### src/source/cart_pkg.sv
// Cartridge package
// Layout of the 7800 cartridge image header and the geometry of the
// high-score backup file
package cart_pkg;

	//==========================================================================
	// Types
	//==========================================================================

	// Byte address of the download stream
	typedef logic [24:0] ioctl_addr_t;

	// Mapper flags from header bytes 53 and 54
	typedef logic [15:0] cart_flags_t;

	// Cartridge byte count
	typedef logic [31:0] cart_size_t;

	//==========================================================================
	// Header layout
	//==========================================================================

	// Signature, five ASCII bytes from offset 1
	localparam logic [39:0] HDR_SIGNATURE = "ATARI";
	localparam int HDR_SIG_FIRST = 1;

	// Single-byte fields
	localparam int HDR_FLAGS_HI = 53;
	localparam int HDR_FLAGS_LO = 54;
	localparam int HDR_REGION   = 57;
	localparam int HDR_SAVE     = 58;
	localparam int HDR_XM       = 63;
	// Image counts as loaded once the stream passes this byte
	localparam int HDR_LOADED   = 64;

	// Header bytes that precede the ROM data
	localparam int HDR_LEN_DEFAULT = 128;

	// Backup file is made of 512-byte sectors, up to four of them
	localparam int SECTOR_ADDR_BITS = 9;
	localparam int SECTOR_SEL_BITS  = 2;

endpackage

### src/source/cart_header_decode.sv
// Cartridge header decoder
// Watches the image stream and picks the header fields out of it,
// tracks the ROM size and strips the 7800 header off the write address
module cart_header_decode #(
	parameter int HEADER_LEN = cart_pkg::HDR_LEN_DEFAULT
) (
	input  logic                  clk_sys,
	input  logic                  reset,
	input  logic                  cart_download,
	input  logic                  image_is_2600,
	input  logic                  ioctl_wr,
	input  cart_pkg::ioctl_addr_t ioctl_addr,
	input  logic [7:0]            ioctl_dout,
	output logic                  cart_is_7800,
	output cart_pkg::cart_flags_t cart_flags,
	output logic                  cart_region,
	output logic [7:0]            cart_save,
	output logic [7:0]            cart_xm,
	output cart_pkg::cart_size_t  cart_size,
	output cart_pkg::ioctl_addr_t cart_write_addr,
	output logic                  cart_loaded,
	output logic                  tia_mode
);
	import cart_pkg::*;

	localparam int          SIG_BYTES = $bits(HDR_SIGNATURE) / 8;
	localparam ioctl_addr_t HDR_ADDR  = ioctl_addr_t'(HEADER_LEN);
	localparam cart_size_t  HDR_SIZE  = cart_size_t'(HEADER_LEN);

	logic [$bits(HDR_SIGNATURE)-1:0] sig_q;
	cart_flags_t                     flags_q;
	logic                            region_q;
	logic                            byte_strobe;
	logic                            in_sig;

	// Byte of the cartridge image arriving this cycle
	assign byte_strobe = cart_download & ioctl_wr;

	// Offsets 1..5 hold the signature
	assign in_sig = (ioctl_addr >= ioctl_addr_t'(HDR_SIG_FIRST)) &&
		(ioctl_addr < ioctl_addr_t'(HDR_SIG_FIRST + SIG_BYTES));

	//==========================================================================
	// Header capture
	//==========================================================================
	always_ff @(posedge clk_sys) begin
		if (reset) begin
			sig_q        <= '0;
			flags_q      <= '0;
			region_q     <= 1'b0;
			cart_save    <= 8'd0;
			cart_xm      <= 8'd0;
			cart_size    <= '0;
			cart_loaded  <= 1'b0;
			tia_mode     <= 1'b0;
			cart_is_7800 <= 1'b0;
		end else begin
			// Signature compare lags the signature by one clock
			cart_is_7800 <= (sig_q == HDR_SIGNATURE);
			if (cart_download)
				tia_mode <= image_is_2600;
			if (byte_strobe) begin
				// Last address plus one, header excluded for 7800 images
				cart_size <= cart_size_t'(ioctl_addr) + 32'd1 -
					(cart_is_7800 ? HDR_SIZE : '0);
				// Signature shifts in MSB first
				if (in_sig)
					sig_q <= {sig_q[$bits(HDR_SIGNATURE)-9:0], ioctl_dout};
				case (ioctl_addr)
					HDR_FLAGS_HI: flags_q[15:8] <= ioctl_dout;
					HDR_FLAGS_LO: flags_q[7:0] <= ioctl_dout;
					// 0 NTSC, 1 PAL
					HDR_REGION:   region_q <= ioctl_dout[0];
					// 0 none, 1 high-score cart, 2 SaveKey
					HDR_SAVE:     cart_save <= ioctl_dout;
					// Bit 0 marks an XM expansion
					HDR_XM:       cart_xm <= ioctl_dout;
					HDR_LOADED:   cart_loaded <= 1'b1;
					default:      ;
				endcase
			end
		end
	end

	// Header fields only mean something on a 7800 image
	assign cart_flags  = cart_is_7800 ? flags_q : '0;
	assign cart_region = cart_is_7800 & region_q;

	// ROM write address with the header stripped
	assign cart_write_addr = (cart_is_7800 && (ioctl_addr >= HDR_ADDR)) ?
		ioctl_addr - HDR_ADDR : ioctl_addr;

endmodule

### config.mk
export PLATFORM = sky130hd
export DESIGN_NAME = cart_header_decode
export DESIGN_NICKNAME = d
export VERILOG_FILES = /design/src/source/cart_pkg.sv /design/src/source/cart_header_decode.sv
export SDC_FILE = /design/constraint.sdc
export NUM_CORES = 1
export LEC_CHECK = 0
export ABC_AREA = 0
export BUFFER_PORTS_ARGS = -buffer_cell sky130_fd_sc_hd__buf_2
export CORE_MARGIN = 5
export CORE_UTILIZATION = 55
export DETAILED_ROUTE_END_ITERATION = 6
export GPL_TIMING_DRIVEN = 1
export PLACE_DENSITY = 0.8
export SYNTH_ARGS = -nofsm -noshare
export SYNTH_HDL_FRONTEND = slang
export SYNTH_SLANG_ARGS = --single-unit
### constraint.sdc
create_clock -name clk_sys -period 3.4 [get_ports clk_sys]
set_clock_uncertainty 0.05 [all_clocks]
set_input_delay 0.68 -clock clk_sys [delete_from_list [all_inputs] [get_ports clk_sys]]
set_output_delay 0.68 -clock clk_sys [all_outputs]
set_load 0.02 [all_outputs]
# Yosys cells after proc, flatten, opt, wreduce, memory -nomap -nowiden
# Index checks and enable logic that the tools add are counted.
# totals
output_inout_bits	93
ff_bits	108
inputBits	38
# classes
n_bitwise	2
n_reduce_logical	9
mux	3
eq_ne	7
magnitude_cmp	3
n_addsub	3
# op_table
cell	n
25-bit by 6-bit == test with 1-bit output (second input constant)	5
40-bit by 39-bit == test with 1-bit output (second input constant)	1
26-bit by 8-bit subtractor with 27-bit output	1
25-bit by 1-bit adder with 26-bit output (second input constant)	1
25-bit by 7-bit == test with 1-bit output (second input constant)	1
25-bit by 1-bit >= comparator with 1-bit output (second input constant)	1
25-bit by 8-bit >= comparator with 1-bit output (second input constant)	1
25-bit by 3-bit less-than comparator with 1-bit output (second input constant)	1
25-bit two-way mux	1
25-bit by 8-bit subtractor with 25-bit output (second input constant)	1
16-bit two-way mux	1
2-bit AND reduction	7
8-bit two-way mux	1
1-bit AND	2
1-bit logical AND	2

# Logic depth before layout (Yosys ltp)
# depth
word_depth	3
ltp_mapped	11
ltp_nobuf	10

# Least setup slack after synthesis
# Ideal clock, no wire load.
# synth_timing
path_kind	input -> output
start	input ioctl_addr[11]
end	output cart_write_addr[18]
path_slack_ns	-0.023
path_buffers	2
arrival_ns	2.693
required_ns	2.670
cell_stages	11
path_cell_list	inv_1 > ha_1 > and3_1 > nand2_1 > or2_2 > a21oi_1 > o21a_1 > clkbuf_1 > buf_2 > nand3_1 > xnor2_1
# synth_via
elab_chain_cells	3
word_cells_on_any_way	4
classes_between	add/sub (1); order compare (1); mux (1); reduce/logical (1)
# synth_lines
element	line	rtl
start, declared	cart_header_decode.sv:12	input cart_pkg::ioctl_addr_t ioctl_addr,
25-bit by 8-bit >= comparator with 1-bit output	cart_header_decode.sv:90	assign cart_write_addr = (cart_is_7800 && (ioctl_addr >= HDR_ADDR)) ?
1-bit logical AND	cart_header_decode.sv:90	
25-bit two-way mux (*)	cart_header_decode.sv:90	
end, declared	cart_header_decode.sv:20	output cart_pkg::ioctl_addr_t cart_write_addr,
# Every way passes the cells marked *; elsewhere a longest branch is shown, timed or not.

# Worst setup path in the final report
# layout_timing
start	input ioctl_addr[15]
end	output cart_write_addr[10]
# layout_via
elab_chain_cells	3
# layout_lines
element	line
25-bit by 8-bit >= comparator with 1-bit output	cart_header_decode.sv:90
1-bit logical AND	cart_header_decode.sv:90
25-bit two-way mux	cart_header_decode.sv:90
# No other way between the ends.

==> qor.txt <==
Pre-CTS WS: -23.8 ps
Largest net degree at the start of global routing: 58
CP Data Arrival Time: 2540 ps
Setup_tns: 0 ps
Placed Cells: 972
Relative slew slack: 46.3%
Final instance area: 7460 um^2
Drt pass-1 iters: 4
Async set or reset register ratio after synthesis: 0%
Post-layout nets: 946
Syn. warnings: 0
Final WS setup: 131 ps
Area delta synth->final: 19.8%
Post-Syn Nets: 818
CP required: 2670 ps
Routed vias: 5533
Area leader, netlist: dfxtp_1
Max cap viols: 0
Most frequent cells in the layout: buf_2, dfxtp_1, nor2_1
Crit path top cell by count: buf_2
Synthesized cell area: 6230 um^2
Rows: 38
Die height: 116 um
FF/Latch Area: 2060 um^2
Crit path largest cell delay: 260 ps
Critical path class: in -> out
Crit-path cells: buf_2 > inv_1 > ha_1 > and3_4 > nand2_2 > or2_4 > a21oi_2 > o21a_1 > buf_4 > nand3_1 > xnor2_1 > buf_2
Max VDD drop: 0.376 mV
CP bufs+invs: 4
Max-slew violations: 0
Port Buffers: 130
Critical Path End Type: output pin
CTS Buf Count: 9
TritonCTS clock tree: built
Cts hold-fix bufs: 0
Die Wd: 116 um
CP startpoint kind: input port
CTS max path bufs: 2
Final Non-Filler Cells: 988
Share of cells above drive strength 1: 23.1%
Sequential-to-total area share from yosys stat: 33.1%
Min Tclk post-route: 3270 ps
Most used DFF post-synth: dfxtp_1
Clock sinks: 103
Initial core utilization: 56.7%
Area of the multi-input gates: 3840 um^2
Commonest non-fill, non-tap cell in the layout: buf_2
Distinct cells, synth: 58
DIE AREA: 13600 um^2
Final ANT Viol Nets: 0
Seq cells post-synth: 103
Hold crit path type: reg -> reg
Mean Syn Cell Area: 8.71 um^2
Fmax: 306 MHz
Area of the core: 11000 um^2
Crit share post-route: 96.2%
Post-synth EDFFs: 0
Post-DP Area: 7090 um^2
Synth top area share: 33.1%
Clk Latency, worst-skew pair: 360 ps
HPWL Detailed: 12.8 mm
Initial DRC Count: 250
Vias in the first global route: 5541
Final setup vio count: 0
Final Util: 67.9%
Worst-margin pin slew: 805 ps
Leakage: 3.47 nW
Drt drc: 0
Pwr dens: 384 nW/um^2
Drt wl/cell: 16.7 um
Status: finished clean
Gr usage total: 24.6%
Delay-heaviest family, CP: simple AND/OR/NAND/NOR gates
H-Tree Level Count: 3
Largest cells by area after synthesis: dfxtp_1, ha_1, mux2i_1
Initial antenna violation count: 0
Final Hold Viols: 0
Ant diodes: 0
# fillers: 878
Grt ovf: 0
Number of vias per cell: 5.60
Critical-path top delay cell: or2_4
I/O pin count: 131
CP Max Fanout: 4
Root buffer cell: clkbuf_16
RD Place Congestion: 0.952
First-pass GRT wire length: 26.7 mm
DRT Wirelength: 16.5 mm
Clock slew at reported path FFs: 80 ps
Post-Syn Instances: 715
worst min-delay path: stages, from the launching register on:
cell     delay [ps]
dfxtp_1         330
nand2_1          50
nand3_1          50
layer usage:
metal	part of all wire (%)	GRT usage [%]	up-vias
li1	-	-	2719
met2	49	43.0	168
met4	2.4	9.51	0
met1	42	29.9	2615
met3	6.2	4.82	31
met5	0	0	-
cell type report:
cell class                 instances  share of cell area, %
multi-input combinational        523                   51.5
sequential                       103                   27.6
timing repair buffer             158                   11.9
clock buffer                       9                   3.02
inverter                          48                   2.41
tap                              140                   2.35
clock inverter                     7                   1.14
synthesized netlist by cell type (3+ instances only):
library cell,instances
or2_2,4
nand3_1,18
o41ai_1,3
ha_1,65
and2_1,18
nand4_1,8
o31ai_1,5
inv_1,48
nor2b_1,8
a221oi_1,5
nand2b_1,5
a211oi_1,10
or3_1,7
nor4b_1,6
mux2i_1,76
nor4_1,7
and3_1,7
xnor2_1,32
nand2_1,30
o21ai_0,25
a21boi_0,4
buf_4,16
dfxtp_1,103
a21oi_1,31
nor3_1,8
nor2_1,102
clkbuf_1,22
flip-flops by register name (all words and copies together), names as in the netlist:
name          count
cart_is_7800      1
cart_loaded       1
cart_save         8
cart_size        27
cart_xm           8
flags_q          16
region_q          1
sig_q            40
tia_mode          1
path summary, 6_finish.rpt:
check | slack (ps) | depth (start not counted) | end | from
min reg2reg | 410 | 2 | cart_size[20] | cart_size[20]
max | 130 | 12 | cart_write_addr[10] | ioctl_addr[15]
min | 410 | 2 | cart_size[20] | cart_size[20]
max reg2reg | 700 | 10 | cart_size[24] | cart_is_7800
cell families (layout without fill, tap and decap cells):
| kind of cell | Yosys count | after routing | synth area share, % |
|---|---|---|---|
| AO/OA/AOI/OAI | 109 | 109 | 11.7 |
| XOR/XNOR | 34 | 34 | 4.78 |
| adder cells (fa/ha/maj) | 65 | 65 | 13.1 |
| buffers and inverters | 89 | 222 | 6.37 |
| flip-flops | 103 | 103 | 33.1 |
| multiplexers | 76 | 76 | 12.2 |
| AND/OR/NAND/NOR | 239 | 239 | 18.8 |
what timing repair did:
item | CTS | global route
cloned | 0 | 0
buffers inserted | 0 | 0
pin swaps | 0 | 3
setup endpoints to repair | 2 | 18
resized for setup | 2 | 19
power by group:
group	internal [W]	total (W)	switching [W]
clock	0.000530	0.00107	0.000538
sequential	0.00123	0.00124	0.0000119
combinational	0.000207	0.000552	0.000345
per-stage QoR:
stage | total power (W) | hold slack [ps]
floorplan | 0.00163 | 402
global placement | 0.00180 | 389
detailed placement | 0.00181 | 395
CTS | 0.00287 | 416
global route | 0.00299 | 435
finish | 0.00286 | 414
Note: power is estimated with default switching activity, not from simulation.
