[src/source/io_pkg.sv]
// Console input package
// Gamepad button positions, RIOT port B switch positions and the
// encodings of the region and high-score options
package io_pkg;

	// Host gamepad word, one bit per button, active high
	typedef logic [15:0] joy_t;

	//==========================================================================
	// Gamepad bits
	//==========================================================================
	localparam int JOY_RIGHT  = 0;
	localparam int JOY_LEFT   = 1;
	localparam int JOY_DOWN   = 2;
	localparam int JOY_UP     = 3;
	localparam int JOY_FIRE1  = 4;
	localparam int JOY_FIRE2  = 5;
	localparam int JOY_PAUSE  = 6;
	localparam int JOY_SELECT = 7;
	localparam int JOY_START  = 8;

	//==========================================================================
	// RIOT port B
	//==========================================================================
	// Inputs, all active low
	localparam int PB_RESET  = 0;
	localparam int PB_SELECT = 1;
	localparam int PB_PAUSE  = 3;
	localparam int PB_BW     = 4;
	localparam int PB_DIFF_L = 6;
	localparam int PB_DIFF_R = 7;
	// Outputs, low selects two-button mode per player
	localparam int PB_TWO_BTN_A = 2;
	localparam int PB_TWO_BTN_B = 4;

	// Region option
	typedef logic [1:0] region_mode_t;
	localparam region_mode_t REGION_AUTO = 2'd0;
	localparam region_mode_t REGION_NTSC = 2'd1;
	localparam region_mode_t REGION_PAL  = 2'd2;

	// High-score cart option, code 3 also means on
	typedef logic [1:0] hsc_mode_t;
	localparam hsc_mode_t HSC_AUTO   = 2'd0;
	localparam hsc_mode_t HSC_ON     = 2'd1;
	localparam hsc_mode_t HSC_OFF    = 2'd2;
	localparam hsc_mode_t HSC_ON_ALT = 2'd3;

endpackage

[src/source/console_port_map.sv]
// Console port mapper
// Turns the host gamepads and front-panel switches into RIOT port A/B
// and TIA latch/dump inputs, and resolves the region and high-score
// options against the cartridge header
module console_port_map (
	input  io_pkg::joy_t         joy0,
	input  io_pkg::joy_t         joy1,
	input  logic                 swap_joysticks,
	input  logic                 diff_left,
	input  logic                 diff_right,
	input  logic                 bw_mode,
	input  logic                 tia_en,
	input  logic [7:0]           pb_out,
	input  io_pkg::region_mode_t region_mode,
	input  io_pkg::hsc_mode_t    hsc_mode,
	input  logic                 cart_region,
	input  logic [7:0]           cart_save,
	input  logic [7:0]           cart_xm,
	output logic [7:0]           pa_in,
	output logic [7:0]           pb_in,
	output logic [1:0]           ilatch,
	output logic [3:0]           idump,
	output logic                 pal,
	output logic                 hsc_en
);
	import io_pkg::*;

	joy_t joy_a;
	joy_t joy_b;
	logic two_btn_a;
	logic two_btn_b;

	// Player 1 and player 2 after the optional swap
	assign joy_a = swap_joysticks ? joy1 : joy0;
	assign joy_b = swap_joysticks ? joy0 : joy1;

	// Directions, active low, P1 in the high nibble
	assign pa_in = {~joy_a[JOY_RIGHT], ~joy_a[JOY_LEFT], ~joy_a[JOY_DOWN], ~joy_a[JOY_UP],
		~joy_b[JOY_RIGHT], ~joy_b[JOY_LEFT], ~joy_b[JOY_DOWN], ~joy_b[JOY_UP]};

	// Console switches, unused bits pulled high
	always_comb begin
		pb_in = 8'hff;
		pb_in[PB_RESET]  = ~(joy_a[JOY_START] | joy_b[JOY_START]);
		pb_in[PB_SELECT] = ~(joy_a[JOY_SELECT] | joy_b[JOY_SELECT]);
		pb_in[PB_PAUSE]  = ~(joy_a[JOY_PAUSE] | joy_b[JOY_PAUSE]);
		pb_in[PB_BW]     = ~bw_mode;
		pb_in[PB_DIFF_L] = ~diff_left;
		pb_in[PB_DIFF_R] = ~diff_right;
	end

	// Two-button mode holds the shared fire pin high
	assign two_btn_a = ~pb_out[PB_TWO_BTN_A] & ~tia_en;
	assign two_btn_b = ~pb_out[PB_TWO_BTN_B] & ~tia_en;
	assign ilatch[0] = two_btn_a | ~(joy_a[JOY_FIRE1] | joy_a[JOY_FIRE2]);
	assign ilatch[1] = two_btn_b | ~(joy_b[JOY_FIRE1] | joy_b[JOY_FIRE2]);

	// Paddle inputs see the raw buttons in either mode
	assign idump = {joy_b[JOY_FIRE1], joy_b[JOY_FIRE2], joy_a[JOY_FIRE1], joy_a[JOY_FIRE2]};

	// Region, auto follows the header
	always_comb begin
		case (region_mode)
			REGION_AUTO: pal = cart_region;
			REGION_NTSC: pal = 1'b0;
			REGION_PAL:  pal = 1'b1;
			default:     pal = cart_region;
		endcase
	end

	// High-score cart, auto when the header asks for saves or XM
	always_comb begin
		case (hsc_mode)
			HSC_AUTO:           hsc_en = (|cart_save) | cart_xm[0];
			HSC_ON, HSC_ON_ALT: hsc_en = 1'b1;
			HSC_OFF:            hsc_en = 1'b0;
			default:            hsc_en = 1'b0;
		endcase
	end

endmodule

[config.mk]
export PLATFORM = sky130hd
export DESIGN_NAME = console_port_map
export DESIGN_NICKNAME = d
export VERILOG_FILES = /design/src/source/io_pkg.sv /design/src/source/console_port_map.sv
export SDC_FILE = /design/constraint.sdc
export NUM_CORES = 1
export LEC_CHECK = 0
export ABC_AREA = 1
export BUFFER_PORTS_ARGS = -buffer_cell sky130_fd_sc_hd__buf_2
export CAP_MARGIN = 20
export CORE_MARGIN = 5
export CORE_UTILIZATION = 19
export DETAILED_ROUTE_END_ITERATION = 10
export GPL_TIMING_DRIVEN = 0
export PLACE_DENSITY = 0.83
export SLEW_MARGIN = 0
export SYNTH_ARGS = -nofsm -noshare
export SYNTH_HDL_FRONTEND = slang
export SYNTH_SLANG_ARGS = --single-unit
[constraint.sdc]
create_clock -name vclk -period 0.9
set_clock_uncertainty 0.05 [all_clocks]
set_input_delay 0.09 -clock vclk [all_inputs]
set_output_delay 0.09 -clock vclk [all_outputs]
set_load 0.1 [all_outputs]
* Word-level counts from Yosys, hierarchy flattened
Index checks and enable logic that the tools add are counted.
** Operators by class
- Equal/unequal tests :: 5
- Muxes and demuxes :: 4
- Bitwise gates (word level) :: 29
- Reductions and logical operators :: 3
** Operators by type and width (number)
- $not A1 Y1 :: 19
- $mux W9 :: 2
- $or A1 B1 Y1 :: 8
- $reduce_or A8 Y1 :: 1
- $eq A2 B2 Y1 const B :: 3
- $eq A2 B1 Y1 const B :: 2
- $pmux W1 S3 :: 1
- $and A1 B1 Y1 :: 2
- $logic_not A2 Y1 :: 1
- $pmux W1 S2 :: 1
- $reduce_or A2 Y1 :: 1
** Storage, ports and cells
- Bits in registers :: 0
- Input port bits :: 66
- Output and inout bits :: 24
- Logic and storage cells :: 41

* Logic depth before layout (Yosys ltp)
- Depth after elaboration :: 4
- Gate-level depth with buffers :: 6
- Mapped depth without buffers :: 6

* Worst setup path after synthesis
OpenSTA, ideal clock, no wires.
- Kind :: in2out
- Start point :: input joy0[5]
- End point :: output ilatch[0]
- Data arrival time :: 3999 ps
- Required time :: 760 ps
- Path slack :: -3239 ps
- Cell stages on the path :: 3
- Path buffers :: 0
- Path through :: inv_1 -> o21ai_0 -> o22ai_1
** On the way
- Longest elaborated chain between the ends :: 4
** RTL lines
- start: declaration :: line console_port_map.sv:6 : input io_pkg::joy_t joy0,
- $mux W9 :: line console_port_map.sv:34 : assign joy_a = swap_joysticks ? joy1 : joy0;
- net idump[0] :: line console_port_map.sv:22 : output logic [3:0] idump,
- $or A1 B1 Y1 :: line console_port_map.sv:55 : assign ilatch[0] = two_btn_a | ~(joy_a[JOY_FIRE1] | joy_a[JOY_FIRE2]);
- $not A1 Y1 :: line console_port_map.sv:55
- $or A1 B1 Y1 :: line console_port_map.sv:55
- end: declaration :: line console_port_map.sv:21 : output logic [1:0] ilatch,
The timed path passes the listed nets, and every way through them passes these cells.

* Worst setup path after layout
- Start point :: input region_mode[0]
- End point :: output pal
** On the way
- Longest elaborated chain between the ends :: 2
- Elaborated cells between the ends (all ways) :: 3
- Classes of those cells :: eq/ne: 2; mux: 1
** RTL lines
- start: declaration :: line console_port_map.sv:14 : input io_pkg::region_mode_t region_mode,
- $eq A2 B2 Y1 or $eq A2 B1 Y1 (tied branches) :: line console_port_map.sv:63 : case (region_mode)
- $pmux W1 S2 * :: line console_port_map.sv:63
- end: declaration :: line console_port_map.sv:23 : output logic pal,
Every way passes the cells marked *; elsewhere a longest branch is shown, timed or not.

==> impl_metrics.ini <==
[sta]
maxSlewViolCount = 0
setup_ws_ns = -0.157
hold_viol = 0
rsz0062_at_grt = yes
hold_ws_ns = 0.479
min_period_over_period_pct = 117
setup_viol = 4
layout_min_cycle_time_ns = 1.06
fmax_mhz = 946

[synthesis]
yosysTopAreaCellShare_pct = 21.1
synthCells = 62
seq_area_frac_synth_pct = 0
syn_avg_cell_area_sq_um = 4.58
ys_warn_count = 0
yosys.area.top_type = inv_1
synth_area_leaders = inv_1, nand2_1, nor2_1
synth_area_sq_um = 284
ys_types = 12

[critical_path]
slowest_stage = mux2_4
critPathKind = input pin to output port
worstPathArrival_ns = 0.92
cp-start-kind = input pin
path_cells = buf_8 -> inv_8 -> ha_4 -> mux2_4 -> buf_12
crit_path_max_fanout = 1
cp.required_ns = 0.76
crit_buf_inv = 3
crit_family = multiplexers
slowest_delay_ns = 0.30
endpoint_kind = output port

[grt]
grt-ovfl-total = 0
groute.usage.overall_pct = 15.2
first_global_vias = 690
grt_pass1_wl_um = 2970
busiest_layer = met2
grt_max_degree = 11
grt.met3_usage_pct = 4.29
met2_usage_pct = 33.3
grt_antenna_before_repair = 0
globalRouteMet1Util_pct = 11.9

[floorplan]
core_area_sq_um = 1450
boundaryPins = 90
die_h_um = 48.7
start_util_pct = 19.5
die-area_sq_um = 2370
rows = 14
die_w_um = 48.7

[route]
wl_per_cell_um = 13.9
firstDrtPassIters = 4
antenna_left = 0
num_vias = 633
avgViaCountPerCell = 4.40
wirelength_um = 2000
drtIter0Drc = 3
drc = 0

[power_and_ir_drop]
power.switching_mw = 0.816
leakage_nw = 0.606
power_mw = 1.24
peakVddDrop_v = 0.000613
p_clk_share_pct = 0
pwr-share-comb_pct = 100.0
p_sw_share_pct = 65.8
power-per-cell-area_nw_per_um2 = 1050
p_seq_share_pct = 0
p_int_mw = 0.424

[layout]
syn_to_final_growth_pct = 315
drive_above_1_share_pct = 78.1
final_nets = 197
fillers = 93
n_antenna_cell = 0
register_area_sq_um = 0
finalInstanceArea_sq_um = 1180
clock_buffers = 0
seq_cells = 0

[run_status]
status = complete, but fails checks
violations = negative setup slack

[hold_path]
min_path_type = input pin to output port

[place]
place.gp.congestion = 0.691
port_buffers = 61
dp_hpwl_um = 1420
dpl-instance-area_sq_um = 832
dp_slack_ns = -0.456

[run]
maxCapViolations = 0
==> cells in the mapped netlist (all sizes together) <==
cell    n
nor2   12
and2    1
ha      1
inv    16
conb    1
mux2    1
o21ai   7
o22ai   2
nand2  12
a21oi   5
buf     4
==> routing by layer <==
| metal | share of wire [%] | wire length (um) |
|---|---|---|
| met5 | 0 | 0 |
| met1 | 25 | 507 |
| met3 | 8.6 | 172 |
| met4 | 2.4 | 48 |
| met2 | 64 | 1270 |
==> area by class of cell <==
class / instances / area, sq um / share of cell area [%]
plain buffers: 4 / 55.1 / 4.67
multi-input cells: 43 / 427 / 36.2
well taps: 16 / 20.0 / 1.70
repair buffers: 65 / 611 / 51.7
inverters: 16 / 67.6 / 5.73
==> placed cells by master (no fill, tap or decap) <==
cell / netlist / layout
o21ai_2: 0 / 2
a21oi_4: 0 / 5
inv_2: 0 / 1
nor2_1: 12 / 3
nand2_1: 12 / 8
and2_0: 1 / 1
conb_1: 1 / 2
nand2_4: 0 / 2
nand2_2: 0 / 2
nor2_4: 0 / 4
o21ai_4: 0 / 5
inv_1: 16 / 14
o22ai_4: 0 / 2
buf_2: 1 / 40
mux2_4: 0 / 1
buf_8: 0 / 3
inv_8: 0 / 1
buf_16: 0 / 1
buf_4: 3 / 3
ha_4: 0 / 1
buf_6: 0 / 8
nor2_2: 0 / 5
buf_12: 0 / 14
==> final timing paths <==
path                           start         to  slack (ns)  cells after the start
worst max-delay path  region_mode[0]        pal       -0.16                      5
worst min-delay path       pb_out[2]  ilatch[0]        0.48                      3
==> timing repair <==
item                                    4_1_cts  5_1_grt
buffers inserted                              1        2
gates cloned                                  1        0
endpoints found under the hold margin         0        0
hold buffers                                  0        0
pin swaps                                     6        4
endpoints found under the setup margin       16       10
gates resized for setup                      67       13
==> tightest hold or removal path: stages <==
cell and delay (ns):
buf_2 0.11, o22ai_4 0.07, buf_12 0.16
==> power groups by stage <==
| stage | Sequential (mW) | Combinational, mW | Clock, mW |
|---|---|---|---|
| after floorplan | 0 | 0.774 | 0 |
| after global placement | 0 | 0.963 | 0 |
| after detailed placement | 0 | 0.977 | 0 |
| after CTS | 0 | 1.19 | 0 |
| after global routing | 0 | 1.28 | 0 |
| final | 0 | 1.24 | 0 |
==> cell families after synthesis <==
| kind of cell | synth area share [%] |
|---|---|
| other | 1.32 |
| muxes | 3.96 |
| adders and majority gates | 4.40 |
| buffers and inverters | 30.8 |
| AOI/OAI and AO/OA | 25.5 |
| and+or+nand+nor | 33.9 |
==> per-stage QoR <==
| step | util, % | instances | setup TNS [ns] |
|---|---|---|---|
| after floorplan | - | 63 | -1.64 |
| after global placement | 57.2 | 140 | -5.45 |
| after detailed placement | 57.2 | 140 | -5.72 |
| after CTS | 76.3 | 142 | -0.319 |
| after global routing | 81.2 | 144 | -0.508 |
| final | 81.2 | 144 | -0.358 |
(Power assumes the default switching activity.)
