<file path="config.mk">
export PLATFORM = sky130hd
export DESIGN_NAME = backup_sequencer
export DESIGN_NICKNAME = d
export VERILOG_FILES = /design/src/source/backup_sequencer.sv
export SDC_FILE = /design/constraint.sdc
export NUM_CORES = 1
export LEC_CHECK = 0
export BUFFER_PORTS_ARGS = -buffer_cell sky130_fd_sc_hd__buf_2
export CAP_MARGIN = 15
export CORE_MARGIN = 10
export CORE_UTILIZATION = 40
export CTS_CLUSTER_DIAMETER = 60
export DETAILED_ROUTE_END_ITERATION = 8
export GPL_TIMING_DRIVEN = 0
export SYNTH_ARGS = -nofsm -noshare
export SYNTH_HDL_FRONTEND = slang
export SYNTH_SLANG_ARGS = --single-unit
</file>
<file path="constraint.sdc">
create_clock -name clk_sys -period 1.8 [get_ports clk_sys]
set_input_delay 0.09 -clock clk_sys [delete_from_list [all_inputs] [get_ports clk_sys]]
set_output_delay 0.09 -clock clk_sys [all_outputs]
set_load 0.03 [all_outputs]
</file>
<file path="src/source/backup_sequencer.sv">
// High-score backup sequencer
// Arms backup when a writable save image is mounted with the cartridge,
// flags console writes as a pending save and moves the RAM to or from
// the save image one sector at a time
module backup_sequencer #(
	parameter int BACKUP_SECTORS = 4
) (
	input  logic        clk_sys,
	input  logic        reset,
	input  logic        cart_download,
	input  logic        img_mounted,
	input  logic        img_readonly,
	input  logic        img_present,
	input  logic        osd_status,
	input  logic        hsc_we,
	input  logic        sd_ack,
	output logic [31:0] sd_lba,
	output logic        sd_rd,
	output logic        sd_wr,
	output logic        backup_busy,
	output logic        save_pending,
	output logic        backup_enabled
);
	localparam logic [31:0] LAST_LBA = 32'(BACKUP_SECTORS - 1);

	logic dl_q;
	logic ack_q;
	logic save_req_q;
	logic loading;
	logic save_req;
	logic dl_rise;
	logic dl_fall;
	logic ack_rise;
	logic ack_fall;

	assign dl_rise  = cart_download & ~dl_q;
	assign dl_fall  = ~cart_download & dl_q;
	assign ack_rise = sd_ack & ~ack_q;
	assign ack_fall = ~sd_ack & ack_q;
	// Save goes out when the OSD opens with unsaved scores
	assign save_req = save_pending & osd_status & backup_enabled;

	always_ff @(posedge clk_sys) begin
		if (reset) begin
			dl_q       <= 1'b0;
			ack_q      <= 1'b0;
			save_req_q <= 1'b0;
		end else begin
			dl_q       <= cart_download;
			ack_q      <= sd_ack;
			save_req_q <= save_req;
		end
	end

	//==========================================================================
	// Enable and pending save
	//==========================================================================
	always_ff @(posedge clk_sys) begin
		if (reset) begin
			backup_enabled <= 1'b0;
			save_pending   <= 1'b0;
		end else begin
			// Save image is mounted while the cartridge streams in
			if (dl_rise)
				backup_enabled <= 1'b0;
			if (cart_download && img_mounted && !img_readonly)
				backup_enabled <= 1'b1;
			if (backup_enabled && !osd_status && hsc_we)
				save_pending <= 1'b1;
			else if (backup_busy)
				save_pending <= 1'b0;
		end
	end

	//==========================================================================
	// Sector transfers
	//==========================================================================
	always_ff @(posedge clk_sys) begin
		if (reset) begin
			sd_lba      <= '0;
			sd_rd       <= 1'b0;
			sd_wr       <= 1'b0;
			backup_busy <= 1'b0;
			loading     <= 1'b0;
		end else begin
			// Request drops once the host takes it
			if (ack_rise) begin
				sd_rd <= 1'b0;
				sd_wr <= 1'b0;
			end
			if (!backup_busy) begin
				if (dl_fall && img_present && backup_enabled) begin
					backup_busy <= 1'b1;
					loading     <= 1'b1;
					sd_lba      <= '0;
					sd_rd       <= 1'b1;
				end else if (save_req && !save_req_q) begin
					backup_busy <= 1'b1;
					loading     <= 1'b0;
					sd_lba      <= '0;
					sd_wr       <= 1'b1;
				end
			end else if (ack_fall) begin
				// Sector done, next one or finish
				if (sd_lba == LAST_LBA) begin
					backup_busy <= 1'b0;
					loading     <= 1'b0;
				end else begin
					sd_lba <= sd_lba + 32'd1;
					sd_rd  <= loading;
					sd_wr  <= ~loading;
				end
			end
		end
	end

endmodule

</file>
Yosys cells after proc, flatten, opt, wreduce, memory -nomap -nowiden
Cells that the tools add are included.
Widths: inputs -> output; s select.
{ "totals": {"output_inout_bits": 37, "ff_bits": 41, "word_cells": 71, "inputBits": 9} }
{ "op_classes": {"n_reduce_logical": 15, "bitwise_logic": 11, "eq_ne": 4, "mux": 30, "n_addsub": 1} }
{ "op_table": {"columns": ["operator", "n"], "rows": [
  ["$mux 32", 5],
  ["$add 32x1->32 const B", 1],
  ["$eq 32x2->1 const B", 1],
  ["$mux 1", 25],
  ["$logic_and 1x1->1", 7],
  ["$and 1x1->1", 6],
  ["$reduce_and 3->1", 2],
  ["$not 1->1", 5],
  ["$ne 2x1->1 const B", 2],
  ["$reduce_bool 2->1", 2],
  ["$logic_not 1->1", 3],
  ["$reduce_bool 3->1", 1],
  ["$ne 2x2->1 const B", 1]
]} }

Logic depth before layout (Yosys ltp)
Gate-level depths: netlist of the first run.
{ "depth": {"ltp_word": 6, "depth_mapped": 7, "ltp_nobuf": 6} }

Least setup slack after synthesis of the first run
OpenSTA, ideal clock, no wires.
{ "synth_timing": {"kind": "flip-flop to flip-flop", "startpoint": "reg sd_lba[0]", "endpoint": "reg sd_wr", "arrival_time_ps": 2031, "required_time_ps": 1735, "synth_period_minus_slack_ps": 2096, "setup_ps": 65, "setup_slack_ps": -296, "path_stages_with_launch": 7, "n_path_buf": 0, "cell_sequence": "dfxtp_1 -> ha_1 -> nor4b_2 -> nand4_2 -> o211ai_2 -> mux2_1 -> nor2_1"} }
{ "synth_via": {"elab_chain_cells": 4} }
{ "synth_rtl": {"columns": ["element", "line", "rtl"], "rows": [
  ["start, declared", "17", "output logic [31:0] sd_lba,"],
  ["start signal, assigned", "109", "sd_lba <= sd_lba + 32'd1;"],
  ["$eq 32x2->1", "105", "if (sd_lba == LAST_LBA) begin"],
  ["$mux 1", "105", null],
  ["$mux 1", "103", "end else if (ack_fall) begin"],
  ["$mux 1", "91", "if (!backup_busy) begin"],
  ["end signal, assigned", "111", "sd_wr <= ~loading;"],
  ["end, declared", "19", "output logic sd_wr,"]
]} }
Every way passes these cells.
A chain may end at the register's enable or synchronous reset.

Worst setup path in the final report of the first run
{ "layout_timing": {"startpoint": "reg sd_lba[0]", "endpoint": "reg sd_lba[14]"} }
{ "layout_via": {"elab_chain_cells": 4, "word_cells_on_any_way": 7, "cone_classes": "1 x add/sub; 2 x eq/ne; 3 x mux; 1 x reduce/logical"} }
{ "layout_rtl": {"columns": ["element", "line"], "rows": [
  ["$add 32x1->32", "109"],
  ["$mux 32", "105"],
  ["$mux 32", "103"],
  ["$mux 32", "91"]
]} }
Several ways; a longest one is shown, not always the timed one. The select of a mux whose other input is x is not followed.

==> results_dict.tcl, run 1 <==
set metrics [dict create \
    failed_checks "setup timing" \
    clock_sinks 41 \
    die_x_um 96.3 \
    switching_share_pct 23.3 \
    cp_data_arrival_time_ps 2060 \
    rsz0062_at_grt "yes" \
    reg2regPathDepth 7 \
    critPathTopFamily "compound AO/OA/AOI/OAI gates" \
    synth_seq_area_share_pct 35.3 \
    internal_power_mw 1.20 \
    post-route-period-util_pct 105 \
    vdd_drop_max_mv 0.325 \
    place_congestion 0.856 \
    grt_max_degree 12 \
    initial_core_util_pct 41.8 \
    ys_warn_count 0 \
    synth_nets 285 \
    p_per_area_nw_per_um2 477 \
    std_cell_rows 27 \
    drt_iter0_drc 207 \
    coreArea_sq_um 5570 \
    grt_pass1_wl_mm 12.5 \
    first_pass_iters 6 \
    final_cell_area_sq_um 3290 \
    wirelength_mm 7.89 \
    p_clk_share_pct 37.6 \
    grt_util_all_layers_pct 16.7 \
    syn_area_sq_um 2330 \
    cts_root_buf "clkbuf_8" \
    slowest_stage "dfxtp_4" \
    leakage_nw 1.30 \
    holdPathStages 3 \
    htreeDepth 2 \
    gr-total-overflow 0 \
    num_vias 2565 \
    synth-async-reset-ratio_pct 0 \
    fin_ws_ps -88.6 \
    drive_gt1_share_pct 46.7 \
    finalNonFillerCells 423 \
    nets 360 \
    critPathLaunchType "flip-flop" \
    fmax_mhz 529 \
    post_drt_via_cell_ratio 6.06 \
    worst-path-stages 7 \
    postSynthAreaPerCell_sq_um 8.46 \
    timing.final.crit_period_ps 1890 \
    dp_cells 391 \
    cap_violations 0 \
    tritoncts "built" \
    ant_nets 0 \
    setup-violations-final 20 \
    path_max_fanout 9 \
    ys.flop_type "dfxtp_1" \
    clk_latency_ps 300 \
    die_y_um 96.3 \
    worstSetupPathType "reg -> reg" \
    worst_pin_slew_ps 794 \
    postPlaceCellArea_sq_um 2710 \
    ys_seq_elements 41 \
    portBuffers 44 \
    routedWlPerCell_um 18.7 \
    hold_path.class "in -> reg" \
    drc_errors 0 \
    endpoint_kind "flip-flop" \
    p_seq_share_pct 57.8 \
    hold_viol 0 \
    worstPathRequired_ps 1970 \
    pin_count 46 \
    cp_cell_sequence "ha_4 -> nor4b_4 -> nand4_4 -> o211a_1 -> buf_2 -> a21oi_1 -> a31oi_4" \
    ys_types 56 \
    netSwitchingPower_mw 0.366 \
    cts_made_buffers 5 \
    synth_edf_count 0 \
    dieArea_sq_um 9270 \
    syn_to_final_growth_pct 41.5 \
    grt_pass1_vias 2388 \
    clkSlewWorstSetupHoldPaths_ps 70 \
    setup-tns-final_ps -673 \
    crit_buf_inv 1 \
    post-dp-hpwl_mm 5.22 \
    insertedDiodeCount 0 \
    fillCellCount 507 \
    fin_worst_skew_ps 4.89 \
    antenna_found_initial 0 \
    crit_path_max_incr_delay_ps 370 \
    slew_violations 0 \
    slew_headroom_pct 46.5 \
    netlist_instances 275 \
    combPwrFrac_pct 4.6 \
    status "complete, but fails checks" \
    cts_buffer_depth 2 \
]
[cells by family after synthesis]
group	Yosys count	synth area share, %
flops	41	35.3
compound gates	79	23.9
mux	2	0.968
fa+ha+maj	1	0.538
simple gates	128	34.4
buf+inv	24	5.00
[final cells by class]
cell class / instances / area (sq um) / area share (%)
multi-input combinational: 211 / 1710 / 52.1
sequential: 41 / 871 / 26.5
timing repair buffer: 70 / 417 / 12.7
tap: 72 / 90.1 / 2.74
buffer: 11 / 82.6 / 2.51
clock buffer: 8 / 80.1 / 2.43
inverter: 10 / 37.5 / 1.14
[state kept, by name, indices dropped and copies added, names as in the netlist]
name and cells:
sd_wr 1, loading 1, sd_lba 32, sd_rd 1
dl_q 1, save_req_q 1, save_pending 1, backup_enabled 1
ack_q 1, backup_busy 1
[synth_stat cells, drive strengths merged, types with 3 or more instances]
cell type,instances,share of area [%]
nand3,19,4.3
o41ai,7,2.6
nor2,12,2.0
nor2b,4,1.1
a31oi,20,5.4
inv,10,1.6
nor4,10,4.0
nor3,11,3.1
o211ai,8,3.0
or4,5,1.6
and2,3,0.81
dfxtp,41,35
clkbuf,5,0.81
or3,9,2.4
buf,9,2.6
nand4,13,5.3
and3,6,1.6
nand2b,3,0.81
o21ai,14,3.5
a21oi,10,2.2
nand2,27,4.8
[worst reg2reg max path, stage by stage, from the launching register on]
cell and delay [ps]:
dfxtp_4 370, ha_4 150, nor4b_4 250, nand4_4 230, o211a_1 260, buf_2 200
a21oi_1 250, a31oi_4 50
[layer usage]
layer  vias up  share of wire [%]  track usage [%]
met4         0                1.5             4.42
li1       1226                  -                -
met2        93                 48             27.1
met3        17                6.0             3.66
met5         -                  0                0
met1      1229                 44             21.9
[metrics by stage]
step | utilization, % | hold slack, ps | worst slack [ps] | total power, mW
3_5_place_dp | 48.6 | 354 | -258 | 0.993
3_3_place_gp | 48.6 | 347 | -271 | 0.992
6_report | 59.1 | 40.2 | -88.6 | 1.57
5_1_grt | 59.1 | 51.8 | -178 | 1.63
2_1_floorplan | - | 218 | -17.5 | 0.968
4_1_cts | 55.0 | 37.9 | -65.9 | 1.59
[final timing paths]
| kind | slack, ps | startpoint | end |
|---|---|---|---|
| worst max-delay path | -90 | sd_lba[0] | sd_lba[14] |
| worst min-delay path | 40 | img_readonly | backup_enabled |
| worst max register to register | -90 | sd_lba[0] | sd_lba[14] |
| worst min register to register | 510 | sd_lba[31] | sd_lba[31] |
[cells in the final DEF (no fill, tap or decap), types with 7 or more instances in the layout]
cell type	count
o21ai_1	8
dfxtp_1	11
inv_1	9
nand3_1	17
nand4_1	9
nor2_1	10
or3_1	9
a31oi_1	16
nand2_1	25
a21oi_1	7
buf_4	25
buf_2	47
dfxtp_2	25
[repair_timing]
item                       CTS  global route
setup endpoints to repair   34            35
hold buffers                 0             0
pin swaps                   19            15
gates resized for setup     32            32
setup buffers               13            12
gates cloned                 1             1
[power by group through the flow]
stage | registers (mW) | logic [mW] | clock network [mW]
2_1_floorplan | 0.935 | 0.0326 | 0
3_3_place_gp | 0.932 | 0.0598 | 0
3_5_place_dp | 0.932 | 0.0606 | 0
4_1_cts | 0.909 | 0.0675 | 0.612
5_1_grt | 0.908 | 0.0787 | 0.647
6_report | 0.907 | 0.0728 | 0.590
Note: power is estimated with default switching activity, not from simulation.
==> run 2, diff against run 1 <==
--- a/config.mk
+++ b/config.mk
@@ -12,6 +12,7 @@
 export CTS_CLUSTER_DIAMETER = 60
 export DETAILED_ROUTE_END_ITERATION = 8
 export GPL_TIMING_DRIVEN = 0
+export PLACE_DENSITY = 0.71
 export SYNTH_ARGS = -nofsm -noshare
 export SYNTH_HDL_FRONTEND = slang
 export SYNTH_SLANG_ARGS = --single-unit
==> run 2 against run 1 <==
Against the previous run: the run still ends with setup timing left; critical path depth down 2; wire length rose by 0.35%; sequential power hardly changed; critical endpoint is now sd_lba[16]; largest cell class unchanged; highest routed layer unchanged.
==> results_dict.tcl, run 2 (same netlist as run 1, synthesis figures left out) <==
set metrics [dict create \
    worstPathRequired_ps 1980 \
    cap_violations 0 \
    wirelength_mm 7.92 \
    setup-tns-final_ps -376 \
    r2r_slack_ps -50 \
    r2r-start "sd_lba[1]" \
    worstSetupPathType "reg -> reg" \
    grt_pass1_wl_mm 11.9 \
    setup-violations-final 13 \
    critPathLaunchType "flip-flop" \
    status "complete, but fails checks" \
    cp_cell_sequence "ha_4 -> nand4_1 -> or4_4 -> o211ai_1 -> o41ai_1" \
    crit_path_max_incr_delay_ps 660 \
    power_mw 1.75 \
    gr-total-overflow 0 \
    routedWlPerCell_um 18.8 \
    die_x_um 96.3 \
    path_max_fanout 5 \
    drive_gt1_share_pct 44.0 \
    dp_cells 391 \
    htreeDepth 2 \
    hold_path.class "in -> reg" \
    slew_headroom_pct 63.0 \
    initial_core_util_pct 41.8 \
    slew_violations 0 \
    post-route-period-util_pct 103 \
    die_y_um 96.3 \
    hold_viol 0 \
    syn_to_final_growth_pct 40.2 \
    clk_latency_ps 300 \
    first_pass_iters 6 \
    clkSlewWorstSetupHoldPaths_ps 80 \
    num_vias 2613 \
    timing.final.crit_period_ps 1850 \
    cts_made_buffers 5 \
    cts_buffer_depth 2 \
    post_drt_via_cell_ratio 6.19 \
    std_cell_rows 27 \
    cp-startpoint "sd_lba[1]" \
    finalHoldWorstSlack_ps 36.3 \
    fmax_mhz 540 \
    p_per_area_nw_per_um2 536 \
    tritoncts "built" \
    fin_worst_skew_ps 7.40 \
    nets 359 \
    leakage_nw 1.30 \
    finalNonFillerCells 422 \
    failed_checks "setup timing" \
    worst_pin_slew_ps 553 \
    endpoint_kind "flip-flop" \
    most-common-layout-cells "45 x buf_2, 26 x buf_4, 25 x nand2_1" \
    rsz0062_at_grt "yes" \
    cts_hold_buf 0 \
    slowest_stage "or4_4" \
    drc_errors 0 \
    clock_sinks 41 \
    pre_cts_slack_ps -194 \
    insertedDiodeCount 0 \
    crit_end "sd_lba[16]" \
    cp_data_arrival_time_ps 2030 \
    drt_iter0_drc 209 \
    final_common_cell "buf_2" \
    vdd_drop_max_mv 0.311 \
    reg2regPathDepth 5 \
    fillCellCount 502 \
    dieArea_sq_um 9270 \
    post-dp-hpwl_mm 5.07 \
    ant_nets 0 \
    place_congestion 0.864 \
    grt_util_all_layers_pct 16.2 \
    pin_count 46 \
    r2r-end "sd_lba[16]" \
    portBuffers 44 \
    cts_root_buf "clkbuf_8" \
    coreArea_sq_um 5570 \
    fin_ws_ps -52.8 \
    largest_reg_flops 32 \
    top_register "sd_lba" \
    antenna_found_initial 0 \
    grt_max_degree 13 \
    grt_pass1_vias 2310 \
]
[run 2: cell types whose count changed in the layout (fill, tap and decap cells not counted), sizes merged]
| cell | change |
|---|---|
| bufinv | +1 |
| clkbuf | -1 |
| nand4 | -1 |
[run 2: final cells by class]
class                           instances  area (sq um)  share of cell area, %
Buffer                                 11          81.3                   2.49
Tap cell                               72          90.1                   2.76
Sequential cell                        41           868                   26.6
Inverter                               10          37.5                   1.15
Multi-Input combinational cell        210          1630                   50.1
Clock buffer                            7          86.3                   2.65
Clock inverter                          1          30.0                  0.920
Timing Repair Buffer                   70           435                   13.3
[run 2: power breakdown]
| part | switching (mW) | internal, mW |
|---|---|---|
| Sequential | 0.00389 | 0.903 |
| Combinational | 0.0430 | 0.0215 |
| Clock | 0.326 | 0.452 |
[run 2: how the worst min path moves through the flow]
stage / endpoint / cells after the start / from / slack [ps]
floorplan: ack_q / 1 / sd_ack / 220
global placement: ack_q / 2 / sd_ack / 340
detailed placement: ack_q / 2 / sd_ack / 350
CTS: dl_q / 3 / cart_download / 40
global route: dl_q / 3 / cart_download / 50
finish: dl_q / 3 / cart_download / 40
[run 2: worst max-delay path, delay by kind of cell (launching register included)]
family / cells / cell delay [ps]
AND/OR/NAND/NOR: 2 / 930
flip-flops: 1 / 360
AO/OA/AOI/OAI: 2 / 270
adder cells (fa/ha/maj): 1 / 160
[run 2: routing by layer]
metal	routed length, um	track usage, %	vias up	share of wire [%]
li1	-	-	1225	-
met1	3250	21.2	1234	41
met2	3750	25.1	137	47
met3	765	4.12	17	9.7
met4	160	5.90	0	2.0
met5	0	0	-	0
[run 2: per-stage QoR]
stage	util, %	instance area, sq um
after global routing	58.5	3260
after CTS	56.2	3130
after detailed placement	48.6	2710
final	58.5	3260
after global placement	48.6	2710
after floorplan	-	2400
[run 2: timing repair]
| item | 4_1_cts | 5_1_grt |
|---|---|---|
| resized for setup | 34 | 18 |
| pin swaps | 20 | 8 |
| setup endpoints to repair | 35 | 32 |
| gates cloned | 0 | 1 |
| setup buffers | 17 | 8 |
==> run 3, diff against run 2 <==
--- a/config.mk
+++ b/config.mk
@@ -12,7 +12,8 @@
 export CTS_CLUSTER_DIAMETER = 60
 export DETAILED_ROUTE_END_ITERATION = 8
 export GPL_TIMING_DRIVEN = 0
-export PLACE_DENSITY = 0.71
+export PLACE_DENSITY = 0.65
 export SYNTH_ARGS = -nofsm -noshare
 export SYNTH_HDL_FRONTEND = slang
 export SYNTH_SLANG_ARGS = --single-unit
+export TNS_END_PERCENT = 30
==> run 3 against run 2 <==
Against the previous run: the flow still finishes with violations (setup timing); global-route usage is 0.20 points higher; sequential cell count stayed put; fmax is 5.9% lower; worst hold slack worse by 3.1 ps; critical path depth is 2 higher; cell count is 0.71% lower; die area stayed put; largest power group unchanged; highest routed layer unchanged.
==> results_dict.tcl, run 3 (same netlist as run 1, synthesis figures left out) <==
set metrics [dict create \
    die_y_um 96.3 \
    p_clk_share_pct 43.5 \
    fin_ws_ps -169 \
    final_common_cell "buf_2" \
    grt_pass1_vias 2400 \
    failed_checks "setup timing" \
    post_drt_via_cell_ratio 6.06 \
    met2_usage_pct 26.8 \
    combPwrFrac_pct 4.2 \
    grt_util_all_layers_pct 16.4 \
    timing.final.crit_period_ps 1970 \
    wirelength_mm 7.63 \
    multiInputGateArea_sq_um 1660 \
    cp_data_arrival_time_ps 2140 \
    vdd_drop_max_mv 0.330 \
    cts_buffer_depth 2 \
    grt_pass1_wl_mm 12.2 \
    nets 356 \
    clk_latency_ps 300 \
    first_pass_iters 4 \
    htreeDepth 2 \
    cts_hold_buf 0 \
    cap_violations 0 \
    ant_nets 0 \
    drt_iter0_drc 192 \
    final_cell_area_sq_um 3260 \
    place_congestion 0.848 \
    endpoint_kind "flip-flop" \
    drive_gt1_share_pct 45.0 \
    top_register "sd_lba" \
    worst_pin_slew_ps 866 \
    num_vias 2538 \
    p_seq_share_pct 52.3 \
    post-dp-hpwl_mm 5.11 \
    fin_worst_skew_ps 4.53 \
    top_usage_layer "met2" \
    setup-violations-final 22 \
    clock_sinks 41 \
    largest_reg_flops 32 \
    most-common-layout-cells "48 x buf_2, 25 x nand2_1, 19 x buf_4" \
    worstPathRequired_ps 1970 \
    die_x_um 96.3 \
    path_max_fanout 5 \
    fmax_mhz 508 \
    pin_count 46 \
    insertedDiodeCount 0 \
    p_per_area_nw_per_um2 529 \
    use_met1_pct 20.7 \
    cts_root_buf "clkbuf_8" \
    dp_cells 391 \
    finalNonFillerCells 419 \
    slew_headroom_pct 41.7 \
    cts_made_buffers 5 \
    internal_power_mw 1.33 \
    std_cell_rows 27 \
    status "complete, but fails checks" \
    clkSlewWorstSetupHoldPaths_ps 80 \
    use_met3_pct 3.74 \
    fillCellCount 501 \
    coreArea_sq_um 5570 \
    antenna_found_initial 0 \
    routedWlPerCell_um 18.2 \
    grt_max_degree 14 \
    dieArea_sq_um 9270 \
    drc_errors 0 \
    hold_viol 0 \
    tritoncts "built" \
    leakage_nw 1.29 \
    regArea_sq_um 875 \
    critPathLaunchType "flip-flop" \
    netSwitchingPower_mw 0.390 \
    setup-tns-final_ps -1030 \
    switching_share_pct 22.7 \
    syn_to_final_growth_pct 39.9 \
    slew_violations 0 \
    hold_path.class "in -> reg" \
    post-route-period-util_pct 109 \
    portBuffers 44 \
    postPlaceCellArea_sq_um 2700 \
    initial_core_util_pct 41.8 \
    rsz0062_at_grt "yes" \
    gr-total-overflow 0 \
    worstSetupPathType "reg -> reg" \
]
-- run 3: power groups by stage --
| stage | logic [mW] | registers (mW) | clock network (mW) |
|---|---|---|---|
| finish | 0.0719 | 0.901 | 0.749 |
| global placement | 0.0594 | 0.932 | 0 |
| detailed placement | 0.0598 | 0.932 | 0 |
| floorplan | 0.0326 | 0.935 | 0 |
| CTS | 0.0657 | 0.908 | 0.751 |
| global route | 0.0785 | 0.901 | 0.800 |
-- run 3: path summary, 6_finish.rpt --
path | start | end | slack, ps | cells after the start
worst max register to register | backup_enabled | sd_lba[10] | -170 | 7
worst min register to register | save_pending | save_req_q | 510 | 2
worst min-delay path | img_readonly | backup_enabled | 30 | 3
worst max-delay path | backup_enabled | sd_lba[10] | -170 | 7
-- run 3: timing repair --
action | 4_1_cts | 5_1_grt
resized for setup | 31 | 35
endpoints found under the setup margin | 35 | 33
pin swaps | 16 | 15
hold endpoints to repair | 0 | 0
cloned | 1 | 0
setup buffers | 14 | 11
-- run 3: worst max-delay path, stage by stage (launching register included) --
cell and delay [ps]:
dfxtp_4 360, nand4b_1 230, a31oi_2 290, o21ai_4 130
buf_6 140, buf_2 150, o311ai_2 410, o41ai_4 130
-- run 3: cell type report --
type                            instances  share of cell area (%)
Inverter                               10                    1.15
Tap cell                               72                    2.77
Timing Repair Buffer                   70                    13.4
Clock buffer                            5                    2.11
Buffer                                  8                    1.54
Clock inverter                          3                    1.27
Sequential cell                        41                    26.9
Multi-Input combinational cell        210                    50.9
-- run 3: routing by layer --
layer | vias to the layer above | routed length [um]
met5 | - | 0
met4 | 0 | 75
met3 | 7 | 529
met2 | 79 | 3790
met1 | 1232 | 3230
li1 | 1220 | -
-- run 3: through the flow --
stage / setup WS, ps / power [mW] / utilization (%) / hold WS [ps]
after floorplan: -17.8 / 0.968 / - / 218
after global placement: -293 / 0.991 / 48.5 / 345
after detailed placement: -263 / 0.992 / 48.5 / 349
after CTS: -23.6 / 1.72 / 54.9 / 33.3
after global routing: -232 / 1.78 / 58.4 / 36.5
final: -169 / 1.72 / 58.4 / 33.2
